==> config.mk <==
export PLATFORM = sky130hd
export DESIGN_NAME = sapTop
export DESIGN_NICKNAME = d
export VERILOG_FILES = /design/src/logic/sapIsaPkg.sv /design/src/logic/sapCtrlPkg.sv /design/src/logic/programRam.sv /design/src/logic/sapDatapath.sv /design/src/logic/sapSequencer.sv /design/src/logic/sapTop.sv
export VERILOG_INCLUDE_DIRS = /design/src /design/src/include
export SDC_FILE = /design/constraint.sdc
export NUM_CORES = 1
export LEC_CHECK = 0
export ABC_AREA = 1
export BUFFER_PORTS_ARGS = -buffer_cell sky130_fd_sc_hd__buf_2
export CAP_MARGIN = 10
export CORE_MARGIN = 8
export CORE_UTILIZATION = 56
export DETAILED_ROUTE_END_ITERATION = 12
export PLACE_DENSITY = 0.76
export SETUP_SLACK_MARGIN = 0.3
export SYNTH_ARGS = -nofsm -noshare
export SYNTH_HDL_FRONTEND = slang
export SYNTH_SLANG_ARGS = --single-unit
==> constraint.sdc <==
create_clock -name clk -period 2.2 [get_ports clk]
set_clock_uncertainty 0.05 [all_clocks]
set_input_delay 0.22 -clock clk [delete_from_list [all_inputs] [get_ports clk]]
set_output_delay 0.22 -clock clk [all_outputs]
set_load 0.01 [all_outputs]
==> src/include/sap_macros.svh <==
`ifndef SAP_MACROS_SVH
`define SAP_MACROS_SVH

// Width of every data word, register and memory byte
`define SAP_DATA_W 8

// Program memory address width
`define SAP_ADDR_W 4

// Opcode field in the upper nibble of an instruction
`define SAP_OP_W 4

// Number of program memory words
`define SAP_RAM_DEPTH 16

// T-states per instruction
`define SAP_T_STATES 4

`endif

==> src/logic/sapIsaPkg.sv <==
`include "sap_macros.svh"

package sapIsaPkg;

    // Basic machine words
    typedef logic [`SAP_DATA_W-1:0] data_t;
    typedef logic [`SAP_ADDR_W-1:0] addr_t;

    // Instruction set, anything else runs as a no-operation
    typedef enum logic [`SAP_OP_W-1:0]
    {
        OP_LDA = 4'd0,
        OP_ADD = 4'd1,
        OP_SUB = 4'd2,
        OP_OUT = 4'd14,
        OP_HLT = 4'd15
    } opcode_t;

    // Opcode in the high nibble, operand address in the low nibble
    typedef struct packed
    {
        opcode_t opcode;
        addr_t   operand;
    } instr_t;

endpackage

==> src/logic/sapCtrlPkg.sv <==
`include "sap_macros.svh"

package sapCtrlPkg;

    import sapIsaPkg::*;

    // Four-step instruction cycle
    typedef enum logic [$clog2(`SAP_T_STATES)-1:0]
    {
        T1,
        T2,
        T3,
        T4
    } tState_t;

    // Datapath controls issued by the sequencer
    typedef struct packed
    {
        // Accumulator takes the memory byte
        logic accLoadMem;
        // Register B takes the memory byte
        logic bLoad;
        // Accumulator takes the ALU result
        logic accLoadAlu;
        // ALU subtracts B instead of adding
        logic subtract;
        // Output register takes the accumulator
        logic outLoad;
    } ctrlWord_t;

    // Program mode write from the switches
    typedef struct packed
    {
        addr_t addr;
        data_t data;
        logic  strobe;
    } progLoad_t;

endpackage

==> src/logic/programRam.sv <==
`include "sap_macros.svh"

module programRam
    import sapIsaPkg::*;
    import sapCtrlPkg::*;
(
    input  logic      clk,
    input  logic      run,
    input  progLoad_t progLoad,
    input  addr_t     ramAddr,
    output data_t     ramData,
    output data_t     progData
);

    // 16 program bytes, kept across CLR
    data_t [`SAP_RAM_DEPTH-1:0] mem;

    // Program mode write only
    always_ff @(posedge clk)
    begin
        if (progLoad.strobe && !run)
        begin
            mem[progLoad.addr] <= progLoad.data;
        end
    end

    // Execution read
    assign ramData = mem[ramAddr];

    // Monitor read of the switch address
    assign progData = mem[progLoad.addr];

    // Program stays fixed once the machine runs
    assert property (@(posedge clk) run |=> $stable(mem));

endmodule

==> src/logic/sapDatapath.sv <==
module sapDatapath
    import sapIsaPkg::*;
    import sapCtrlPkg::*;
(
    input  logic      clk,
    input  logic      CLR,
    input  ctrlWord_t ctrl,
    input  data_t     ramData,
    output data_t     outValue,
    output logic      outStrobe
);

    data_t accReg;
    data_t regB;
    data_t aluResult;

    // Modulo-256 add or subtract
    assign aluResult = ctrl.subtract ? (accReg - regB) : (accReg + regB);

    // Accumulator from memory or ALU
    always_ff @(posedge clk or posedge CLR)
    begin
        if (CLR)
        begin
            accReg <= '0;
        end
        else if (ctrl.accLoadMem)
        begin
            accReg <= ramData;
        end
        else if (ctrl.accLoadAlu)
        begin
            accReg <= aluResult;
        end
    end

    // B operand for ADD and SUB
    always_ff @(posedge clk or posedge CLR)
    begin
        if (CLR)
        begin
            regB <= '0;
        end
        else if (ctrl.bLoad)
        begin
            regB <= ramData;
        end
    end

    // Output register and its strobe
    always_ff @(posedge clk or posedge CLR)
    begin
        if (CLR)
        begin
            outValue  <= '0;
            outStrobe <= 1'b0;
        end
        else
        begin
            // High for the one cycle after the OUT load
            outStrobe <= ctrl.outLoad;
            if (ctrl.outLoad)
            begin
                outValue <= accReg;
            end
        end
    end

    // OUT loads are always four cycles apart at least
    assert property (@(posedge clk) disable iff (CLR)
        outStrobe |=> !outStrobe);

endmodule

==> src/logic/sapSequencer.sv <==
module sapSequencer
    import sapIsaPkg::*;
    import sapCtrlPkg::*;
(
    input  logic      clk,
    input  logic      CLR,
    input  logic      run,
    input  data_t     ramData,
    output addr_t     ramAddr,
    output ctrlWord_t ctrl,
    output logic      halted
);

    tState_t tState;
    tState_t nextState;
    addr_t   progCounter;
    instr_t  instrReg;
    logic    advance;

    // Machine steps only while running and not halted
    assign advance = run && !halted;

    always_comb
    begin
        case (tState)
            T1:      nextState = T2;
            T2:      nextState = T3;
            T3:      nextState = T4;
            default: nextState = T1;
        endcase
    end

    always_ff @(posedge clk or posedge CLR)
    begin
        if (CLR)
        begin
            tState <= T1;
        end
        else if (advance)
        begin
            tState <= nextState;
        end
    end

    // Fetch at T1, increment at T2
    always_ff @(posedge clk or posedge CLR)
    begin
        if (CLR)
        begin
            progCounter <= '0;
            instrReg    <= '0;
        end
        else if (advance)
        begin
            if (tState == T1)
            begin
                instrReg <= instr_t'(ramData);
            end
            if (tState == T2)
            begin
                // Wraps from 15 back to 0
                progCounter <= progCounter + 1'b1;
            end
        end
    end

    // Halt is sticky until CLR
    always_ff @(posedge clk or posedge CLR)
    begin
        if (CLR)
        begin
            halted <= 1'b0;
        end
        else if (advance && tState == T3 && instrReg.opcode == OP_HLT)
        begin
            halted <= 1'b1;
        end
    end

    // Program counter drives memory during fetch, operand otherwise
    assign ramAddr = (tState == T1) ? progCounter : instrReg.operand;

    // Control decode
    always_comb
    begin
        ctrl = '0;
        if (advance)
        begin
            case (tState)
                T3:
                begin
                    case (instrReg.opcode)
                        OP_LDA:  ctrl.accLoadMem = 1'b1;
                        OP_ADD:  ctrl.bLoad      = 1'b1;
                        OP_SUB:  ctrl.bLoad      = 1'b1;
                        OP_OUT:  ctrl.outLoad    = 1'b1;
                        default: ctrl = '0;
                    endcase
                end
                T4:
                begin
                    case (instrReg.opcode)
                        OP_ADD:
                        begin
                            ctrl.accLoadAlu = 1'b1;
                        end
                        OP_SUB:
                        begin
                            ctrl.accLoadAlu = 1'b1;
                            ctrl.subtract   = 1'b1;
                        end
                        default: ctrl = '0;
                    endcase
                end
                default: ctrl = '0;
            endcase
        end
    end

    // Datapath never sees two register loads in one cycle
    assert property (@(posedge clk) disable iff (CLR)
        $onehot0({ctrl.accLoadMem, ctrl.bLoad, ctrl.accLoadAlu, ctrl.outLoad}));

    // Paused or halted machine issues nothing
    assert property (@(posedge clk) disable iff (CLR)
        (halted || !run) |-> (ctrl == '0));

endmodule

==> src/logic/sapTop.sv <==
module sapTop
    import sapIsaPkg::*;
    import sapCtrlPkg::*;
(
    input  logic  clk,
    input  logic  CLR,
    input  logic  run,
    input  logic  loadStrobe,
    input  addr_t loadAddr,
    input  data_t loadData,
    output data_t progData,
    output data_t outValue,
    output logic  outStrobe,
    output logic  halted
);

    progLoad_t progLoad;
    addr_t     ramAddr;
    data_t     ramData;
    ctrlWord_t ctrl;

    // Switch inputs bundled for the memory load port
    assign progLoad = '{addr: loadAddr, data: loadData, strobe: loadStrobe};

    sapSequencer sequencer
    (
        .clk     (clk),
        .CLR     (CLR),
        .run     (run),
        .ramData (ramData),
        .ramAddr (ramAddr),
        .ctrl    (ctrl),
        .halted  (halted)
    );

    programRam ram
    (
        .clk      (clk),
        .run      (run),
        .progLoad (progLoad),
        .ramAddr  (ramAddr),
        .ramData  (ramData),
        .progData (progData)
    );

    // Accumulator, B, ALU and output register
    sapDatapath datapath
    (
        .clk       (clk),
        .CLR       (CLR),
        .ctrl      (ctrl),
        .ramData   (ramData),
        .outValue  (outValue),
        .outStrobe (outStrobe)
    );

endmodule

=== Word level (Yosys, flattened, before mapping) ===
Index checks and enable logic that the tools add are counted.

* Multiplexer cells: 18
* Add/sub/neg operators: 3
* Reductions and logical operators: 13
* Order comparisons: 3
* Equal/unequal tests: 7

{| class="wikitable"
|+ Operator list
! operator !! count
|-
| bitwise mux 128 bit || 1
|-
| binary-select mux 8 bit (select 4 bit) || 2
|-
| two-way mux 8 bit || 6
|-
| demux 8 bit (select 4 bit) || 1
|-
| less-than comparator 4 x 5 -> 1 bit (second input constant) || 2
|-
| case mux 5 bit (2 select lines) || 1
|-
| adder 8 bit || 1
|-
| equality test 4 bit (second input constant) || 2
|-
| subtractor 8 bit || 1
|-
| case mux 2 bit (3 select lines) || 1
|-
| logical AND 1 bit || 5
|-
| two-way mux 5 bit || 1
|-
| adder 4 x 1 -> 4 bit (second input constant) || 1
|-
| equality test 2 bit (second input constant) || 2
|-
| equality test 4 x 1 -> 1 bit (second input constant) || 1
|-
| equality test 4 x 2 -> 1 bit (second input constant) || 1
|-
| >= comparator 4 x 1 -> 1 bit (second input constant) || 1
|-
| zero test 4 bit || 1
|-
| two-way mux 1 bit || 4
|-
| two-way mux 4 bit || 1
|-
| AND reduction 2 bit || 2
|-
| equality test 2 x 1 -> 1 bit (second input constant) || 1
|-
| zero test 1 bit || 2
|-
| zero test 2 bit || 1
|-
| 2 further kinds || 2
|}

* Input bits: 16
* Logic and storage cells: 69
* Register bits after elaboration: 168
* Output and inout port bits: 18

=== Longest topological paths before layout ===
* Depth after elaboration: 8
* Depth in mapped cells: 17
* Depth with buffers taken out: 17

=== Modules after synthesis ===
Synthesis repeated with hierarchy kept, for this count alone.

* Cells, all modules: 1,197
* Area total of the unflattened synthesis: 9,325.2 µm²

{| class="wikitable"
|+ By module, submodules not included
! module !! instances !! area each (µm²) !! cells an instance !! seq. area each (µm²)
|-
| programRam || 1 || 7,033.0 || 930 || 3,843.7
|-
| sapDatapath || 1 || 1,453.9 || 165 || 625.6
|-
| sapSequencer || 1 || 838.3 || 102 || 375.4
|}

=== Worst setup path before layout ===
No wires, ideal clock.

* Kind: reg2reg
* Start: reg sequencer.tState[0]
* End: reg datapath.accReg[6]
* Path buffers: 0
* Required time: 2.031 ns
* Library setup time: 0.119 ns
* Path slack: -0.055 ns
* Clock period less this slack: 2.255 ns
* Stages on the path, launching flop included: 14
* Data arrival time: 2.086 ns
* Cells stage by stage: dfrtp_1 -> ha_1 -> inv_1 -> nor2_1 -> nand2_1 -> o21ai_0 -> xor2_1 -> ha_1 -> nand2_1 -> or2_2 -> nand4_1 -> nand2_1 -> a21oi_1 -> nand2_1

* Cells in the longest elaborated chain, start to end: 6
* Elaborated cells on any way between the ends: 12
* Those cells by class: 2 x eq/ne; 8 x mux; 2 x reduce/logical

{| class="wikitable"
|+ Ends and longest elaborated chain
! what !! line !! source
|-
| start: declaration || sapSequencer.sv:14 || <nowiki>tState_t tState;</nowiki>
|-
| start signal: assignment || sapSequencer.sv:41 || <nowiki>tState <= nextState;</nowiki>
|-
| branches (longest 6 deep; another with binary-select mux 8 bit (select 4 bit)) || -- ||
|-
| end signal: assignment || sapDatapath.sv:29 || <nowiki>accReg <= ramData;</nowiki>
|-
| end signal: assignment || sapDatapath.sv:33 || <nowiki>accReg <= aluResult;</nowiki>
|-
| end: declaration || sapDatapath.sv:13 || <nowiki>data_t accReg;</nowiki>
|}

Parallel ways; which one is timed is not known. The select of a mux whose other input is x is not followed.
A chain may end at the register's enable or synchronous reset.

=== Final worst setup path ===
* Start: reg sequencer.instrReg[7] in the netlist's numbering
* End: reg datapath.accReg[4]

* Cells in the longest elaborated chain, start to end: 7
* Elaborated cells on any way between the ends: 13
* Those cells by class: 2 x eq/ne; 8 x mux; 3 x reduce/logical

{| class="wikitable"
|+ Ends and longest elaborated chain
! what !! line !! source
|-
| start: declaration || sapSequencer.sv:17 || <nowiki>instr_t instrReg;</nowiki>
|-
| start signal: assignment || sapSequencer.sv:57 || <nowiki>instrReg <= instr_t'(ramData);</nowiki>
|-
| equality test 4 x 2 -> 1 bit || sapSequencer.sv:102 || <nowiki>case (instrReg.opcode)</nowiki>
|-
| two-way mux 1 bit || sapSequencer.sv:102 ||
|-
| case mux 5 bit (2 select lines) * || sapSequencer.sv:89 || <nowiki>case (tState)</nowiki>
|-
| two-way mux 5 bit * || sapSequencer.sv:87 || <nowiki>if (advance)</nowiki>
|-
| two-way mux 8 bit || sapDatapath.sv:18 || <nowiki>assign aluResult = ctrl.subtract ? (accReg - regB) : (accReg + regB);</nowiki>
|-
| two-way mux 8 bit || sapDatapath.sv:31 || <nowiki>else if (ctrl.accLoadAlu)</nowiki>
|-
| two-way mux 8 bit || sapDatapath.sv:27 || <nowiki>else if (ctrl.accLoadMem)</nowiki>
|}

Mark *: on every way between the ends. The rest lies on a longest branch, timed or not. The select of a mux whose other input is x is not followed.

==> results.ini <==
[outcome]
status = complete, but fails checks
violations = negative setup slack

[cts]
cts_root_buf = clkbuf_16
ctsHtreeMaxLevel = 4
numCtsBuffers = 17
cts_sinks = 168
tritoncts = built
clk-insertion-delay-late_ns = 0.46
cts_buffer_depth = 2
clk_pin_slew_ns = 0.07

[logic_synthesis]
yosys_warnings = 0
synthArstFlopShare_pct = 23.8
yosysMostFrequentCell = nand2_1
synth_area_um2 = 8790
synth_top_area_share_pct = 43.7
synthTopCellsByCount = nand2_1 (317), inv_1 (200), edfxtp_1 (128)
netlist-cell-type-count = 34
ys_ff_latch = 168
synth_edf_count = 128
synth_top_area_cell = edfxtp_1
ys_top_cells_by_area = edfxtp_1 (44%), nand2_1 (14%), dfrtp_1 (11%)
netlist_instances = 1009
seq_area_frac_synth_pct = 55.1
synthFlopType = edfxtp_1
syn_nets = 1039
avgSynthCellArea_um2 = 8.72

[layout]
final_area_um2 = 12100
drive_gt1_share_pct = 36.4
antenna_cells = 0
nets = 1164
final_util_pct = 77.9
nFillCells = 878
synthToLayoutAreaGrowth_pct = 38.1

[job]
max_cap_viol_count = 0

[global_routing]
met3_usage_pct = 7.36
track_usage_pct = 28.1
grt_overflow_total = 0
use_met1_pct = 33.4
use_met2_pct = 46.0
antenna_found_initial = 0
grt_pass1_wl_mm = 42.2
gr-max-usage-layer = met2
grt_max_degree = 38
grt_pass1_vias = 7852

[placed_design]
port_buffers = 33
place.gp.congestion = 0.916
place_hpwl_mm = 15.5
post_dp_cell_area_um2 = 9700
dp_slack_ns = -0.111

[routing]
wl_mm = 30.2
vias = 8339
routedWlPerCell_um = 22.1
drt_pass1_iterations = 5
drtIter0Drc = 952
vias_per_cell = 6.12
drc = 0
postRouteAntennaNets = 0

[sta]
fin_crit_ns = 2.33
rsz0062_at_grt = true
setup_viol = 9
drv_slew = 0
max_slew.worst_pin.slew_ns = 0.463
setup_ws_ns = -0.125
relSlewSlack_pct = 69.1
post-route-period-util_pct = 106
hold_slack_ns = 0.134
max_freq_ghz = 0.430
hold_viol = 0

[power]
vdd.ir_drop.worst_v = 0.00102
p_per_area_nw_per_um2 = 565
power_leakage_uw = 0.00545

[critical_path]
rr_worst_depth = 14
worst_ep_required_time_ns = 2.49
r2r-end = datapath.accReg[4]
crit_arrival_ns = 2.62
regToRegSetupSlack_ns = -0.13
path_class = register to register
crit_path_end_kind = register
crit_path_start = sequencer.instrReg[7]
start_kind = register
cp_max_fo = 7
r2r_start = sequencer.instrReg[7]

[floorplanning]
std_cell_rows = 46
start_util_pct = 56.4
die_w_um = 141
die_h_um = 141
die_area_um2 = 20000
num_io_pins = 34
core_um2 = 15600

[min_path]
worstHoldPathType = primary input to asynchronous set/reset pin

==> layout make-up <==
| class | instances | area [µm²] | area share (%) |
|---|---|---|---|
| inverter | 202 | 776 | 6.39 |
| tap | 216 | 270 | 2.22 |
| sequential | 168 | 4840 | 39.9 |
| clock inverter | 15 | 143 | 1.17 |
| timing repair buffer | 139 | 1420 | 11.7 |
| multi-input combinational | 605 | 4260 | 35.1 |
| clock buffer | 17 | 425 | 3.50 |
| timing repair inverter | 1 | 7.51 | 0.0618 |
==> report_power, final <==
part	internal, µW	total, µW	leakage [µW]	switching [µW]
combinational	152	453	0.00353	301
clock	1580	2950	0.000278	1370
sequential	3450	3460	0.00165	13.2
total	5180	6860	0.00545	1680
==> cell usage in the layout, fill, tap and decap left out, types with 3 or more instances in the layout <==
| master | instances |
|---|---|
| a21oi_2 | 5 |
| a22oi_1 | 10 |
| a22oi_2 | 22 |
| buf_12 | 16 |
| buf_16 | 7 |
| buf_2 | 27 |
| buf_4 | 65 |
| buf_6 | 21 |
| clkbuf_16 | 18 |
| clkinv_4 | 4 |
| clkinvlp_4 | 4 |
| dfrtp_1 | 40 |
| edfxtp_1 | 128 |
| ha_1 | 9 |
| ha_4 | 3 |
| inv_1 | 179 |
| inv_2 | 18 |
| inv_6 | 5 |
| nand2_1 | 238 |
| nand2_2 | 50 |
| nand2_4 | 28 |
| nand2_8 | 5 |
| nand3_1 | 39 |
| nand3_2 | 63 |
| nand3_4 | 14 |
| nand4_1 | 3 |
| nor2_1 | 29 |
| nor2_2 | 5 |
| nor2_4 | 3 |
| o21ai_0 | 4 |
| o21ai_1 | 12 |
| o221ai_1 | 17 |
| o221ai_2 | 15 |
| o22ai_1 | 3 |
| xor2_1 | 10 |
==> critical path, stage by stage (launching register included) <==
cell	delay, ns
dfrtp_1	0.42
inv_2	0.08
nand2_1	0.08
nor2_2	0.18
nand2_4	0.13
nand2_1	0.10
xor2_1	0.17
ha_1	0.30
buf_6	0.14
nand3_1	0.10
nand2_2	0.09
xnor2_2	0.16
o22ai_1	0.09
inv_1	0.07
nand2_1	0.05
==> repair_timing <==
item / in CTS / in global routing
gates resized for setup: 202 / 131
gates cloned: 9 / 2
pin swaps: 74 / 91
endpoints found under the setup margin: 31 / 40
hold endpoints to repair: 40 / 0
buffers inserted: 18 / 12
hold buffers: 1 / 0
==> cell families after synthesis <==
family	share of synthesized area (%)
simple gates	22.4
buf+inv	10.9
flops	55.1
compound gates	8.05
fa+ha+maj	2.08
xor+xnor	1.29
mux	0.242
==> worst max-delay path by stage <==
stage	cells after the start	slack, ns	endpoint
6_report	14	-0.13	datapath.accReg[4]
5_1_grt	15	-0.29	datapath.accReg[7]
4_1_cts	16	-0.09	datapath.accReg[7]
3_5_place_dp	14	-0.11	datapath.accReg[5]
3_3_place_gp	16	-0.03	datapath.accReg[7]
2_1_floorplan	16	0.04	datapath.accReg[7]
==> flip-flops by register name, indices dropped and copies added, names as in the netlist <==
register	flops
datapath.outValue	8
datapath.outStrobe	1
ram.mem	128
sequencer.progCounter	4
datapath.accReg	8
datapath.regB	8
sequencer.halted	1
sequencer.instrReg	8
sequencer.tState	2
==> per-stage QoR <==
| stage | total power [µW] | TNS, ns | std cells |
|---|---|---|---|
| 3_5_place_dp | 3870 | -0.318 | 1289 |
| 2_1_floorplan | 3690 | 0 | 1009 |
| 3_3_place_gp | 3860 | -0.0373 | 1289 |
| 6_report | 6860 | -0.780 | 1363 |
| 4_1_cts | 6750 | -0.143 | 1349 |
| 5_1_grt | 6990 | -2.77 | 1363 |
==> metal layers <==
metal / part of all wire [%] / vias up
met4: 5.4 / 0
met3: 11 / 155
met2: 48 / 680
met1: 35 / 3946
li1: - / 3558
met5: 0 / -
No activity file was read; power rests on OpenSTA's default activity.
